## config.mk

```make
export PLATFORM = sky130hd
export DESIGN_NAME = fog_loop_top
export DESIGN_NICKNAME = d
export VERILOG_FILES = /design/src/logic/fog_regmap_pkg.sv /design/src/logic/fog_loop_pkg.sv /design/src/logic/fog_loop_top.sv /design/src/logic/fog_step_ramp.sv /design/src/logic/fog_err_fir.sv /design/src/logic/fog_demod.sv /design/src/logic/fog_mod_gen.sv /design/src/logic/fog_axil_regs.sv
export SDC_FILE = /design/constraint.sdc
export NUM_CORES = 2
export LEC_CHECK = 0
export BUFFER_PORTS_ARGS = -buffer_cell sky130_fd_sc_hd__buf_4
export CAP_MARGIN = 20
export CELL_PAD_IN_SITES_DETAIL_PLACEMENT = 0
export CELL_PAD_IN_SITES_GLOBAL_PLACEMENT = 1
export CORE_ASPECT_RATIO = 0.75
export CORE_MARGIN = 4
export CORE_UTILIZATION = 47
export DETAILED_ROUTE_END_ITERATION = 10
export GPL_TIMING_DRIVEN = 0
export PLACE_DENSITY_LB_ADDON = 0.1
export SLEW_MARGIN = 10
export SYNTH_ARGS = -nofsm -noshare
export SYNTH_HDL_FRONTEND = slang
export SYNTH_SLANG_ARGS = --single-unit
```

## constraint.sdc

```tcl
create_clock -name CLOCK_DAC_1 -period 10.5 [get_ports CLOCK_DAC_1]
set_input_delay 1.575 -clock CLOCK_DAC_1 [delete_from_list [all_inputs] [get_ports CLOCK_DAC_1]]
set_output_delay 1.575 -clock CLOCK_DAC_1 [all_outputs]
set_load 0.01 [all_outputs]
```

## src/logic/fog_regmap_pkg.sv

```systemverilog
package fog_regmap_pkg;

	localparam int AXI_AW = 8;
	localparam int AXI_DW = 32;

	typedef logic [AXI_AW-1:0] axi_addr_t;
	typedef logic [AXI_DW-1:0] axi_data_t;
	typedef logic [1:0]        axi_resp_t;

	localparam axi_resp_t RESP_OKAY   = 2'b00;
	localparam axi_resp_t RESP_SLVERR = 2'b10;

	// loop settings, read/write
	localparam axi_addr_t REG_FREQ_CNT   = 8'h00;  // half period in clocks
	localparam axi_addr_t REG_AMP_H      = 8'h04;
	localparam axi_addr_t REG_AMP_L      = 8'h08;
	localparam axi_addr_t REG_POLARITY   = 8'h0C;  // bit 0
	localparam axi_addr_t REG_WAIT_CNT   = 8'h10;
	localparam axi_addr_t REG_AVG_SEL    = 8'h14;  // [2:0]
	localparam axi_addr_t REG_ERR_OFFSET = 8'h18;
	localparam axi_addr_t REG_GAIN_SEL   = 8'h1C;  // [4:0]
	localparam axi_addr_t REG_CONST_STEP = 8'h20;
	localparam axi_addr_t REG_FB_ON      = 8'h24;  // bit 0
	// readback, read only
	localparam axi_addr_t REG_STEP       = 8'h40;
	localparam axi_addr_t REG_ERR_FIR    = 8'h44;

endpackage

```

## src/logic/fog_loop_pkg.sv

```systemverilog
package fog_loop_pkg;

	// widths along the signal path
	localparam int ADC_W  = 14;
	localparam int DAC_W  = 16;
	localparam int WORD_W = 32;

	typedef logic signed [ADC_W-1:0] adc_t;   // demodulated error uses the same range
	typedef logic [DAC_W-1:0]        dac_t;   // unsigned DAC code
	typedef logic signed [WORD_W-1:0] word_t;

	// error saturation bounds, full ADC range
	localparam int ERR_MAX = (2 ** (ADC_W - 1)) - 1;
	localparam int ERR_MIN = -(2 ** (ADC_W - 1));

	// 8 tap low pass on the error, symmetric, dc gain 32766/32768
	localparam int FIR_TAPS  = 8;
	localparam int FIR_SHIFT = 15;
	localparam logic signed [15:0] FIR_COEF [FIR_TAPS] = '{
		16'sd661, 16'sd2126, 16'sd5452, 16'sd8144,
		16'sd8144, 16'sd5452, 16'sd2126, 16'sd661
	};

	// 2^4 = 16 samples per half at most
	localparam int AVG_SEL_MAX = 4;

endpackage
```

## src/logic/fog_loop_top.sv

```systemverilog
module fog_loop_top import fog_loop_pkg::*, fog_regmap_pkg::*; (
	input  logic                CLOCK_DAC_1,
	input  logic                i_arst_n,
	input  adc_t                i_adc,
	input  axi_addr_t           i_awaddr,
	input  logic                i_awvalid,
	input  axi_data_t           i_wdata,
	input  logic [AXI_DW/8-1:0] i_wstrb,
	input  logic                i_wvalid,
	input  logic                i_bready,
	input  axi_addr_t           i_araddr,
	input  logic                i_arvalid,
	input  logic                i_rready,
	output logic                o_awready,
	output logic                o_wready,
	output axi_resp_t           o_bresp,
	output logic                o_bvalid,
	output logic                o_arready,
	output axi_data_t           o_rdata,
	output axi_resp_t           o_rresp,
	output logic                o_rvalid,
	output dac_t                o_dac
);

	// settings from the register bank
	word_t      freq_cnt, amp_h, amp_l, wait_cnt, err_offset, const_step;
	logic       polarity, fb_on;
	logic [2:0] avg_sel;
	logic [4:0] gain_sel;
	// loop chain
	word_t      mod, err_fir, step;
	logic       high_half, switch_p, err_valid, fir_valid;
	adc_t       err;

	fog_axil_regs u_fog_axil_regs (
		.i_clk(CLOCK_DAC_1), .i_arst_n(i_arst_n),
		.i_awaddr(i_awaddr), .i_awvalid(i_awvalid), .i_wdata(i_wdata), .i_wstrb(i_wstrb),
		.i_wvalid(i_wvalid), .i_bready(i_bready), .i_araddr(i_araddr),
		.i_arvalid(i_arvalid), .i_rready(i_rready),
		.o_awready(o_awready), .o_wready(o_wready), .o_bresp(o_bresp), .o_bvalid(o_bvalid),
		.o_arready(o_arready), .o_rdata(o_rdata), .o_rresp(o_rresp), .o_rvalid(o_rvalid),
		.i_step(step), .i_err_fir(err_fir),  // readback
		.o_freq_cnt(freq_cnt), .o_amp_h(amp_h), .o_amp_l(amp_l), .o_polarity(polarity),
		.o_wait_cnt(wait_cnt), .o_avg_sel(avg_sel), .o_err_offset(err_offset),
		.o_gain_sel(gain_sel), .o_const_step(const_step), .o_fb_on(fb_on)
	);

	fog_mod_gen u_fog_mod_gen (
		.i_clk(CLOCK_DAC_1), .i_arst_n(i_arst_n),
		.i_freq_cnt(freq_cnt), .i_amp_h(amp_h), .i_amp_l(amp_l),
		.o_mod(mod), .o_high_half(high_half), .o_switch(switch_p)
	);

	fog_demod u_fog_demod (
		.i_clk(CLOCK_DAC_1), .i_arst_n(i_arst_n), .i_adc(i_adc),
		.i_high_half(high_half), .i_switch(switch_p), .i_wait_cnt(wait_cnt),
		.i_avg_sel(avg_sel), .i_polarity(polarity), .i_err_offset(err_offset),
		.o_err(err), .o_err_valid(err_valid)
	);

	fog_err_fir u_fog_err_fir (
		.i_clk(CLOCK_DAC_1), .i_arst_n(i_arst_n),
		.i_err(err), .i_err_valid(err_valid),
		.o_err_fir(err_fir), .o_fir_valid(fir_valid)
	);

	fog_step_ramp u_fog_step_ramp (
		.i_clk(CLOCK_DAC_1), .i_arst_n(i_arst_n),
		.i_err_fir(err_fir), .i_fir_valid(fir_valid), .i_fb_on(fb_on),
		.i_gain_sel(gain_sel), .i_const_step(const_step), .i_mod(mod),
		.o_step(step), .o_dac(o_dac)
	);

endmodule

```

## src/logic/fog_step_ramp.sv

```systemverilog
module fog_step_ramp import fog_loop_pkg::*; (
	input  logic       i_clk,
	input  logic       i_arst_n,
	input  word_t      i_err_fir,
	input  logic       i_fir_valid,
	input  logic       i_fb_on,
	input  logic [4:0] i_gain_sel,
	input  word_t      i_const_step,
	input  word_t      i_mod,
	output word_t      o_step,
	output dac_t       o_dac
);

	dac_t  ramp;     // phase ramp, wraps at 2^16
	word_t err_gain;

	assign err_gain = i_err_fir >>> i_gain_sel;  // loop gain as a shift

	// integrator and ramp advance together on each filtered error
	always_ff @(posedge i_clk or negedge i_arst_n) begin
		if (!i_arst_n) begin
			o_step <= '0;
			ramp   <= '0;
		end else if (i_fir_valid) begin
			if (i_fb_on)
				o_step <= o_step + err_gain;  // closed loop
			else
				o_step <= i_const_step;  // open loop
			ramp <= ramp + o_step[DAC_W-1:0];  // uses the step before update
		end
	end

	// ramp plus bias, one cycle behind the modulation
	always_ff @(posedge i_clk or negedge i_arst_n) begin
		if (!i_arst_n)
			o_dac <= '0;
		else
			o_dac <= ramp + i_mod[DAC_W-1:0];
	end

endmodule

```

## src/logic/fog_err_fir.sv

```systemverilog
module fog_err_fir import fog_loop_pkg::*; (
	input  logic  i_clk,
	input  logic  i_arst_n,
	input  adc_t  i_err,
	input  logic  i_err_valid,
	output word_t o_err_fir,
	output logic  o_fir_valid
);

	adc_t  taps [FIR_TAPS];  // taps[0] newest
	adc_t  win  [FIR_TAPS];  // window including the incoming error
	word_t mac;

	always_comb begin
		win[0] = i_err;
		for (int k = 1; k < FIR_TAPS; k++)
			win[k] = taps[k-1];
	end

	// sum of products, fits in 32 bits for 14 bit data
	always_comb begin
		mac = '0;
		for (int k = 0; k < FIR_TAPS; k++)
			mac = mac + word_t'(win[k]) * word_t'(FIR_COEF[k]);
	end

	always_ff @(posedge i_clk or negedge i_arst_n) begin
		if (!i_arst_n) begin
			for (int k = 0; k < FIR_TAPS; k++)
				taps[k] <= '0;  // delay line starts empty
			o_err_fir   <= '0;
			o_fir_valid <= 1'b0;
		end else begin
			o_fir_valid <= i_err_valid;
			if (i_err_valid) begin  // gated, once per modulation period
				for (int k = 0; k < FIR_TAPS; k++)
					taps[k] <= win[k];
				o_err_fir <= mac >>> FIR_SHIFT;
			end
		end
	end

endmodule

```

## src/logic/fog_demod.sv

```systemverilog
module fog_demod import fog_loop_pkg::*; (
	input  logic       i_clk,
	input  logic       i_arst_n,
	input  adc_t       i_adc,
	input  logic       i_high_half,
	input  logic       i_switch,
	input  word_t      i_wait_cnt,
	input  logic [2:0] i_avg_sel,
	input  logic       i_polarity,
	input  word_t      i_err_offset,
	output adc_t       o_err,
	output logic       o_err_valid
);

	logic [WORD_W-1:0]        settle_cnt;  // samples skipped so far
	logic [4:0]               smp_cnt;     // samples summed so far
	logic [2:0]               sel;
	logic [4:0]               n_avg;
	logic                     take;
	word_t                    acc;
	word_t                    acc_cur;     // sum including this cycle's sample
	word_t                    avg_cur;
	word_t                    high_avg;    // kept from the high half
	logic signed [WORD_W+1:0] diff;
	logic signed [WORD_W+1:0] err_sum;

	always_comb begin
		sel     = (i_avg_sel > 3'(AVG_SEL_MAX)) ? 3'(AVG_SEL_MAX) : i_avg_sel;
		n_avg   = 5'd1 << sel;
		take    = (settle_cnt >= $unsigned(i_wait_cnt)) && (smp_cnt < n_avg);
		acc_cur = take ? acc + word_t'(i_adc) : acc;
		avg_cur = acc_cur >>> sel;  // divisor is 2^sel even on a short half
		diff    = high_avg - avg_cur;
		if (i_polarity)
			diff = -diff;
		err_sum = diff + i_err_offset;
	end

	always_ff @(posedge i_clk or negedge i_arst_n) begin
		if (!i_arst_n) begin
			settle_cnt  <= '0;
			smp_cnt     <= '0;
			acc         <= '0;
			o_err_valid <= 1'b0;
		end else begin
			o_err_valid <= i_switch && !i_high_half;  // end of low half only
			if (i_switch) begin
				settle_cnt <= '0;  // restart for the next half
				smp_cnt    <= '0;
				acc        <= '0;
			end else begin
				if (settle_cnt < $unsigned(i_wait_cnt))
					settle_cnt <= settle_cnt + 1'b1;
				if (take)
					smp_cnt <= smp_cnt + 1'b1;
				acc <= acc_cur;
			end
		end
	end

	// high half average and error word
	always_ff @(posedge i_clk) begin
		if (i_switch && i_high_half)
			high_avg <= avg_cur;
		if (i_switch && !i_high_half) begin
			if (err_sum > ERR_MAX)
				o_err <= adc_t'(ERR_MAX);  // clip high
			else if (err_sum < ERR_MIN)
				o_err <= adc_t'(ERR_MIN);
			else
				o_err <= adc_t'(err_sum);
		end
	end

endmodule

```

## src/logic/fog_mod_gen.sv

```systemverilog
module fog_mod_gen import fog_loop_pkg::*; (
	input  logic  i_clk,
	input  logic  i_arst_n,
	input  word_t i_freq_cnt,
	input  word_t i_amp_h,
	input  word_t i_amp_l,
	output word_t o_mod,
	output logic  o_high_half,
	output logic  o_switch
);

	logic [WORD_W-1:0] cnt;       // cycles already spent in this half
	logic [WORD_W-1:0] half_len;
	logic [WORD_W-1:0] last_idx;  // index of the final cycle of a half

	assign half_len = (i_freq_cnt == '0) ? WORD_W'(1) : $unsigned(i_freq_cnt);  // zero acts as one
	assign last_idx = half_len - 1'b1;

	// o_switch is registered one step ahead, so it is high on cnt == last_idx
	always_ff @(posedge i_clk or negedge i_arst_n) begin
		if (!i_arst_n) begin
			cnt         <= '0;
			o_high_half <= 1'b1;  // start in the high half
			o_switch    <= 1'b0;
		end else if (o_switch) begin
			cnt         <= '0;
			o_high_half <= ~o_high_half;
			o_switch    <= (last_idx == '0);  // one cycle halves
		end else begin
			cnt      <= cnt + 1'b1;
			o_switch <= (cnt + 1'b1 >= last_idx);
		end
	end

	assign o_mod = o_high_half ? i_amp_h : i_amp_l;  // bias level

endmodule

```

## src/logic/fog_axil_regs.sv

```systemverilog
module fog_axil_regs import fog_loop_pkg::*, fog_regmap_pkg::*; (
	input  logic                i_clk,
	input  logic                i_arst_n,
	input  axi_addr_t           i_awaddr,
	input  logic                i_awvalid,
	input  axi_data_t           i_wdata,
	input  logic [AXI_DW/8-1:0] i_wstrb,
	input  logic                i_wvalid,
	input  logic                i_bready,
	input  axi_addr_t           i_araddr,
	input  logic                i_arvalid,
	input  logic                i_rready,
	output logic                o_awready,
	output logic                o_wready,
	output axi_resp_t           o_bresp,
	output logic                o_bvalid,
	output logic                o_arready,
	output axi_data_t           o_rdata,
	output axi_resp_t           o_rresp,
	output logic                o_rvalid,
	input  word_t               i_step,
	input  word_t               i_err_fir,
	output word_t               o_freq_cnt,
	output word_t               o_amp_h,
	output word_t               o_amp_l,
	output logic                o_polarity,
	output word_t               o_wait_cnt,
	output logic [2:0]          o_avg_sel,
	output word_t               o_err_offset,
	output logic [4:0]          o_gain_sel,
	output word_t               o_const_step,
	output logic                o_fb_on
);

	axi_resp_t wr_resp;  // from awaddr
	axi_data_t rd_val;   // from araddr
	axi_resp_t rd_resp;

	// byte lane merge of new data over the old register value
	function automatic axi_data_t merge_strb(axi_data_t old_v, axi_data_t new_v,
			logic [AXI_DW/8-1:0] strb);
		axi_data_t res;
		res = old_v;
		for (int b = 0; b < AXI_DW/8; b++) begin
			if (strb[b])
				res[8*b +: 8] = new_v[8*b +: 8];
		end
		return res;
	endfunction

	// write map: only the settings are writable
	always_comb begin
		case (i_awaddr)
			REG_FREQ_CNT, REG_AMP_H, REG_AMP_L, REG_POLARITY, REG_WAIT_CNT,
			REG_AVG_SEL, REG_ERR_OFFSET, REG_GAIN_SEL, REG_CONST_STEP,
			REG_FB_ON: wr_resp = RESP_OKAY;
			default:   wr_resp = RESP_SLVERR;  // unmapped or read only
		endcase
	end

	// read map, narrow fields zero extended
	always_comb begin
		rd_resp = RESP_OKAY;
		case (i_araddr)
			REG_FREQ_CNT:   rd_val = o_freq_cnt;
			REG_AMP_H:      rd_val = o_amp_h;
			REG_AMP_L:      rd_val = o_amp_l;
			REG_POLARITY:   rd_val = axi_data_t'(o_polarity);
			REG_WAIT_CNT:   rd_val = o_wait_cnt;
			REG_AVG_SEL:    rd_val = axi_data_t'(o_avg_sel);
			REG_ERR_OFFSET: rd_val = o_err_offset;
			REG_GAIN_SEL:   rd_val = axi_data_t'(o_gain_sel);
			REG_CONST_STEP: rd_val = o_const_step;
			REG_FB_ON:      rd_val = axi_data_t'(o_fb_on);
			REG_STEP:       rd_val = i_step;
			REG_ERR_FIR:    rd_val = i_err_fir;
			default: begin
				rd_val  = '0;
				rd_resp = RESP_SLVERR;
			end
		endcase
	end

	// write channel: ready pulse, then response
	always_ff @(posedge i_clk or negedge i_arst_n) begin
		if (!i_arst_n) begin
			o_awready    <= 1'b0;
			o_wready     <= 1'b0;
			o_bvalid     <= 1'b0;
			o_bresp      <= RESP_OKAY;
			o_freq_cnt   <= '0;
			o_amp_h      <= '0;
			o_amp_l      <= '0;
			o_polarity   <= 1'b0;
			o_wait_cnt   <= '0;
			o_avg_sel    <= '0;
			o_err_offset <= '0;
			o_gain_sel   <= '0;
			o_const_step <= '0;
			o_fb_on      <= 1'b0;
		end else begin
			if (o_bvalid && i_bready)
				o_bvalid <= 1'b0;  // response taken
			if (o_awready) begin  // handshake cycle
				o_awready <= 1'b0;
				o_wready  <= 1'b0;
				o_bvalid  <= 1'b1;
				o_bresp   <= wr_resp;
				case (i_awaddr)
					REG_FREQ_CNT:   o_freq_cnt   <= merge_strb(o_freq_cnt, i_wdata, i_wstrb);
					REG_AMP_H:      o_amp_h      <= merge_strb(o_amp_h, i_wdata, i_wstrb);
					REG_AMP_L:      o_amp_l      <= merge_strb(o_amp_l, i_wdata, i_wstrb);
					REG_POLARITY:   o_polarity   <= i_wstrb[0] ? i_wdata[0] : o_polarity;
					REG_WAIT_CNT:   o_wait_cnt   <= merge_strb(o_wait_cnt, i_wdata, i_wstrb);
					REG_AVG_SEL:    o_avg_sel    <= i_wstrb[0] ? i_wdata[2:0] : o_avg_sel;
					REG_ERR_OFFSET: o_err_offset <= merge_strb(o_err_offset, i_wdata, i_wstrb);
					REG_GAIN_SEL:   o_gain_sel   <= i_wstrb[0] ? i_wdata[4:0] : o_gain_sel;
					REG_CONST_STEP: o_const_step <= merge_strb(o_const_step, i_wdata, i_wstrb);
					REG_FB_ON:      o_fb_on      <= i_wstrb[0] ? i_wdata[0] : o_fb_on;
					default: ;  // slverr, nothing stored
				endcase
			end else if (i_awvalid && i_wvalid && !o_bvalid) begin
				o_awready <= 1'b1;  // held off while a response is pending
				o_wready  <= 1'b1;
			end
		end
	end

	// read channel
	always_ff @(posedge i_clk or negedge i_arst_n) begin
		if (!i_arst_n) begin
			o_arready <= 1'b0;
			o_rvalid  <= 1'b0;
			o_rdata   <= '0;
			o_rresp   <= RESP_OKAY;
		end else begin
			if (o_rvalid && i_rready)
				o_rvalid <= 1'b0;
			if (o_arready) begin
				o_arready <= 1'b0;
				o_rvalid  <= 1'b1;
				o_rdata   <= rd_val;  // sampled at the handshake
				o_rresp   <= rd_resp;
			end else if (i_arvalid && !o_rvalid) begin
				o_arready <= 1'b1;
			end
		end
	end

endmodule

```

==> flow_results.org <==
** Clocking
- CTS Root Buffer Type :: clkbuf_16
- H-Tree Depth :: 3
- After clock tree synthesis, the clock-pin slew on the worst setup and hold paths is approximately 0.06 ns.
- TritonCTS built the clock tree.
- The tree built by TritonCTS fans out to 571 sinks.
- Hold-fix buffers at CTS :: 0
- The clock passes through at most 3 buffers.
- Worst-Skew Late Latency :: 0.69 ns
- TritonCTS Buffers :: 70

** Routing
- Number of vias in the routed layout :: around 47,000
- In the routed layout, each cell is associated on average with a via count of 5.53.
- Residual DRC count :: 0
- Detail-routed net length per standard cell :: 22.5 um
- Detailed Route Iter0 Violations :: approximately 3,700
- In this run the remaining antenna-violating nets after routing total 0.
- For this run, the detailed router's first-pass iteration total came to 5.
- Summed over all layers, the routed wires come to about 190,000 um.

** Yosys
- In this run, synthesis inferred 46 flip-flops with an integrated enable.
- Share of flip-flops with an asynchronous set or reset :: 91.9%
- Dominant combinational cell family by area after synthesis :: adder cells
- Sequential cells were found to cover 23.0% of the synthesized design area.
- Gate count after technology mapping :: 6,456
- Most frequently used cell type in the post-synthesis netlist :: inv_1
- Most area-consuming cells after synthesis :: dfrtp_1 21%, fa_1 18%, ha_1 17%
- Compound-Gate Fraction of Synth Area :: 11.9%
- Count of cell types in the netlist :: 85
- After Yosys synthesis, and, or, nand and nor cells account for 9.18% of the synthesized area.
- Commonest cells post-synth :: 1,079 x inv_1, 842 x ha_1, 583 x fa_1
- The share of synthesized area in the top cell type comes to 20.8%.
- Flip-flop cell with the highest count after synthesis :: dfrtp_1
- Synthesized area per cell :: 9.78 um2
- Post-synthesis adder-cell area fraction :: a little over a third
- After synthesis, the share of cell area in mux cells is between 7 and 8%.
- The Yosys step of the flow raised 0 warnings.
- The synthesized design spends more area on one cell type than any other, namely dfrtp_1.
- Netlist area before placement :: roughly 0.063 mm2
- Synthesis inferred 571 register bits.
- The synthesized netlist devotes 5.41% of its cell area to XOR and XNOR gates.

** Layout
- Ratio of cells with drive above 1 in the final layout :: 14.4%
- Fill cells in the final layout number approximately 12,000.
- The count of cells in the finished layout, fillers not included, comes to between 8,000 and 9,000.
- Area taken by multi-input logic gates :: 0.0452 mm2
- The register with the most flip-flops in the layout has 98 of them.
- Across the whole layout, storage elements account for 0.0146 mm2.
- Largest Register :: u_fog_err_fir.taps
- At the end of the flow, the number of nets in the layout was 8,257.
- From synthesis to final layout, the design area changed by 12.6%.

** Worst setup path
- CP dominant cell by count :: a21oi_2
- Data on the critical path arrives at its endpoint at 10.84 ns.
- Worst-path maximum fanout :: 7
- Data required time of the critical path :: 10.98 ns
- STA classifies the critical path startpoint as an input port.
- Nature of the critical path endpoint :: register
- Slowest cell on the critical path :: or4_4
- Category of the critical setup timing path :: in -> reg
- In this design, the stage delay of the slowest critical-path cell is 0.57 ns.

** Timing
- The worst pin sits at a relative slew slack of 18.0%.
- In the final timing run, aggregate negative setup slack is 0 ns.
- Final number of max-transition violations :: 0
- Final period demand of the worst path :: 10.35 ns
- Clock Skews :: between 0.03 and 0.04 ns
- PnR worst setup slack :: 0.145 ns
- For the pin with the worst max-slew slack, the measured transition is 1.23 ns.
- Final-layout worst hold slack :: 0.458 ns
- Final clock period utilization by the worst path :: a little over nine tenths
- Setup violations remaining at the end of the flow were counted as 0.
- Timing would allow up to around 97 MHz.
- Final Hold Vio Count :: 0

** GRT
- Total gr overflow :: 0
- Initial antenna violation count :: 7
- First-pass GRT wire length :: between 200,000 and 300,000 um
- Number of global-route vias before repair :: 46,700
- Maximum number of pins on one net before global-route repair :: 110
- Combined global-route utilization of all metal layers :: roughly 28%

** Floorplan
- Number of placement rows :: between 100 and 150
- Number of I/O pins :: 130
- The floorplan step defined a core boundary enclosing 0.133 mm2.
- Chip Width :: 431 um
- The floorplan step defined a die boundary enclosing 0.140 mm2.
- Starting density of the core :: 47.3%
- From bottom edge to top edge, the die measures around 330 um.

** Place
- Worst slack after detailed placement :: -3.18 ns
- In this run, placement finished with an instance count of 8,362.
- At the end of routability-driven placement, the weighted congestion stood at ~0.9.
- Buffers placed on the I/O ports in this run total 126.
- Once detailed placement completed, the half-perimeter wirelength came to 158,000 um.

** Run status
- The run finished with clean final reports.

** Min path
- The tightest min-delay check is of the reg -> reg type.

** Flow run
- Max-cap viol count :: 0
==> critical path: cells and delay by family <==
family          cells  cell delay, ns
compound gates     24            4.74
simple gates        6            1.39
xor+xnor            5            0.99
fa+ha+maj           3            0.77
mux                 4            0.68
buf+inv             5            0.66
==> cell usage in the layout, fill, tap and decap left out, types with 40 or more instances in the layout <==
master and n:
inv_1 1075, ha_1 821, fa_1 580, dfrtp_1 495, nor2_1 360, mux2_2 334
nand2_1 328, o21ai_0 255, xnor2_1 255, a21oi_1 252, buf_4 231, clkbuf_1 116
xor2_1 115, a21o_1 107, mux2i_1 100, nor3_1 80, a22oi_1 74, clkbuf_16 72
nand3_1 71, nor2b_1 67, o21bai_1 51, nand2b_1 46, edfxtp_1 46, a21oi_2 40
and3_1 40
==> cell type report <==
cell class / count / share of cell area [%]
Timing Repair Buffer: 241 / 2.85
Inverter: 1080 / 5.70
Sequential cell: 571 / 20.5
Buffer: 139 / 0.905
Clock inverter: 27 / 0.461
Clock buffer: 97 / 2.83
Tap cell: 1770 / 3.12
Antenna cell: 5 / 0.0176
Multi-Input combinational cell: 4656 / 63.6
==> final timing paths <==
| path | start | to | depth (start not counted) | slack [ns] |
|---|---|---|---|---|
| min reg2reg | u_fog_axil_regs.o_rvalid | u_fog_axil_regs.o_arready | 1 | 0.46 |
| min | u_fog_axil_regs.o_rvalid | u_fog_axil_regs.o_arready | 1 | 0.46 |
| max | i_adc[1] | u_fog_demod.o_err[1] | 47 | 0.15 |
| max in group asynchronous | i_arst_n | u_fog_demod.settle_cnt[22] | 5 | 7.53 |
| min in group asynchronous | i_arst_n | u_fog_err_fir.taps[61] | 1 | 0.72 |
| max reg2reg | u_fog_axil_regs.o_wait_cnt[12] | u_fog_demod.o_err[1] | 47 | 0.27 |
==> through the flow <==
stage,util (%),instance area (um2)
global route,53.3,71100
finish,53.3,71100
CTS,52.2,69700
detailed placement,49.9,66500
floorplan,-,63100
global placement,49.7,66300
==> cell families (layout without fill, tap and decap cells) <==
family / after synthesis / after routing
fa+ha+maj: 1425 / 1425
buf+inv: 1230 / 1584
simple gates: 1221 / 1221
compound gates: 1163 / 1163
flops: 571 / 571
mux: 456 / 456
xor+xnor: 389 / 389
other cells: 1 / 7
==> per-layer routing <==
layer / routed length [um] / track usage (%) / vias up
met5: 23 / 0 / -
met4: 6360 / 8.04 / 4
met3: 10700 / 4.03 / 249
met2: 81000 / 40.0 / 1160
met1: 95300 / 42.5 / 23500
li1: - / - / 22500
==> what timing repair did <==
action | 4_1_cts | 5_1_grt
setup buffers | 35 | 68
endpoints found under the setup margin | 20 | 23
gates resized for setup | 164 | 215
cloned | 0 | 1
pin swaps | 27 | 93
Power is not shown: default switching activity piles up to over one toggle a cycle in this logic, so the estimate is an artifact.
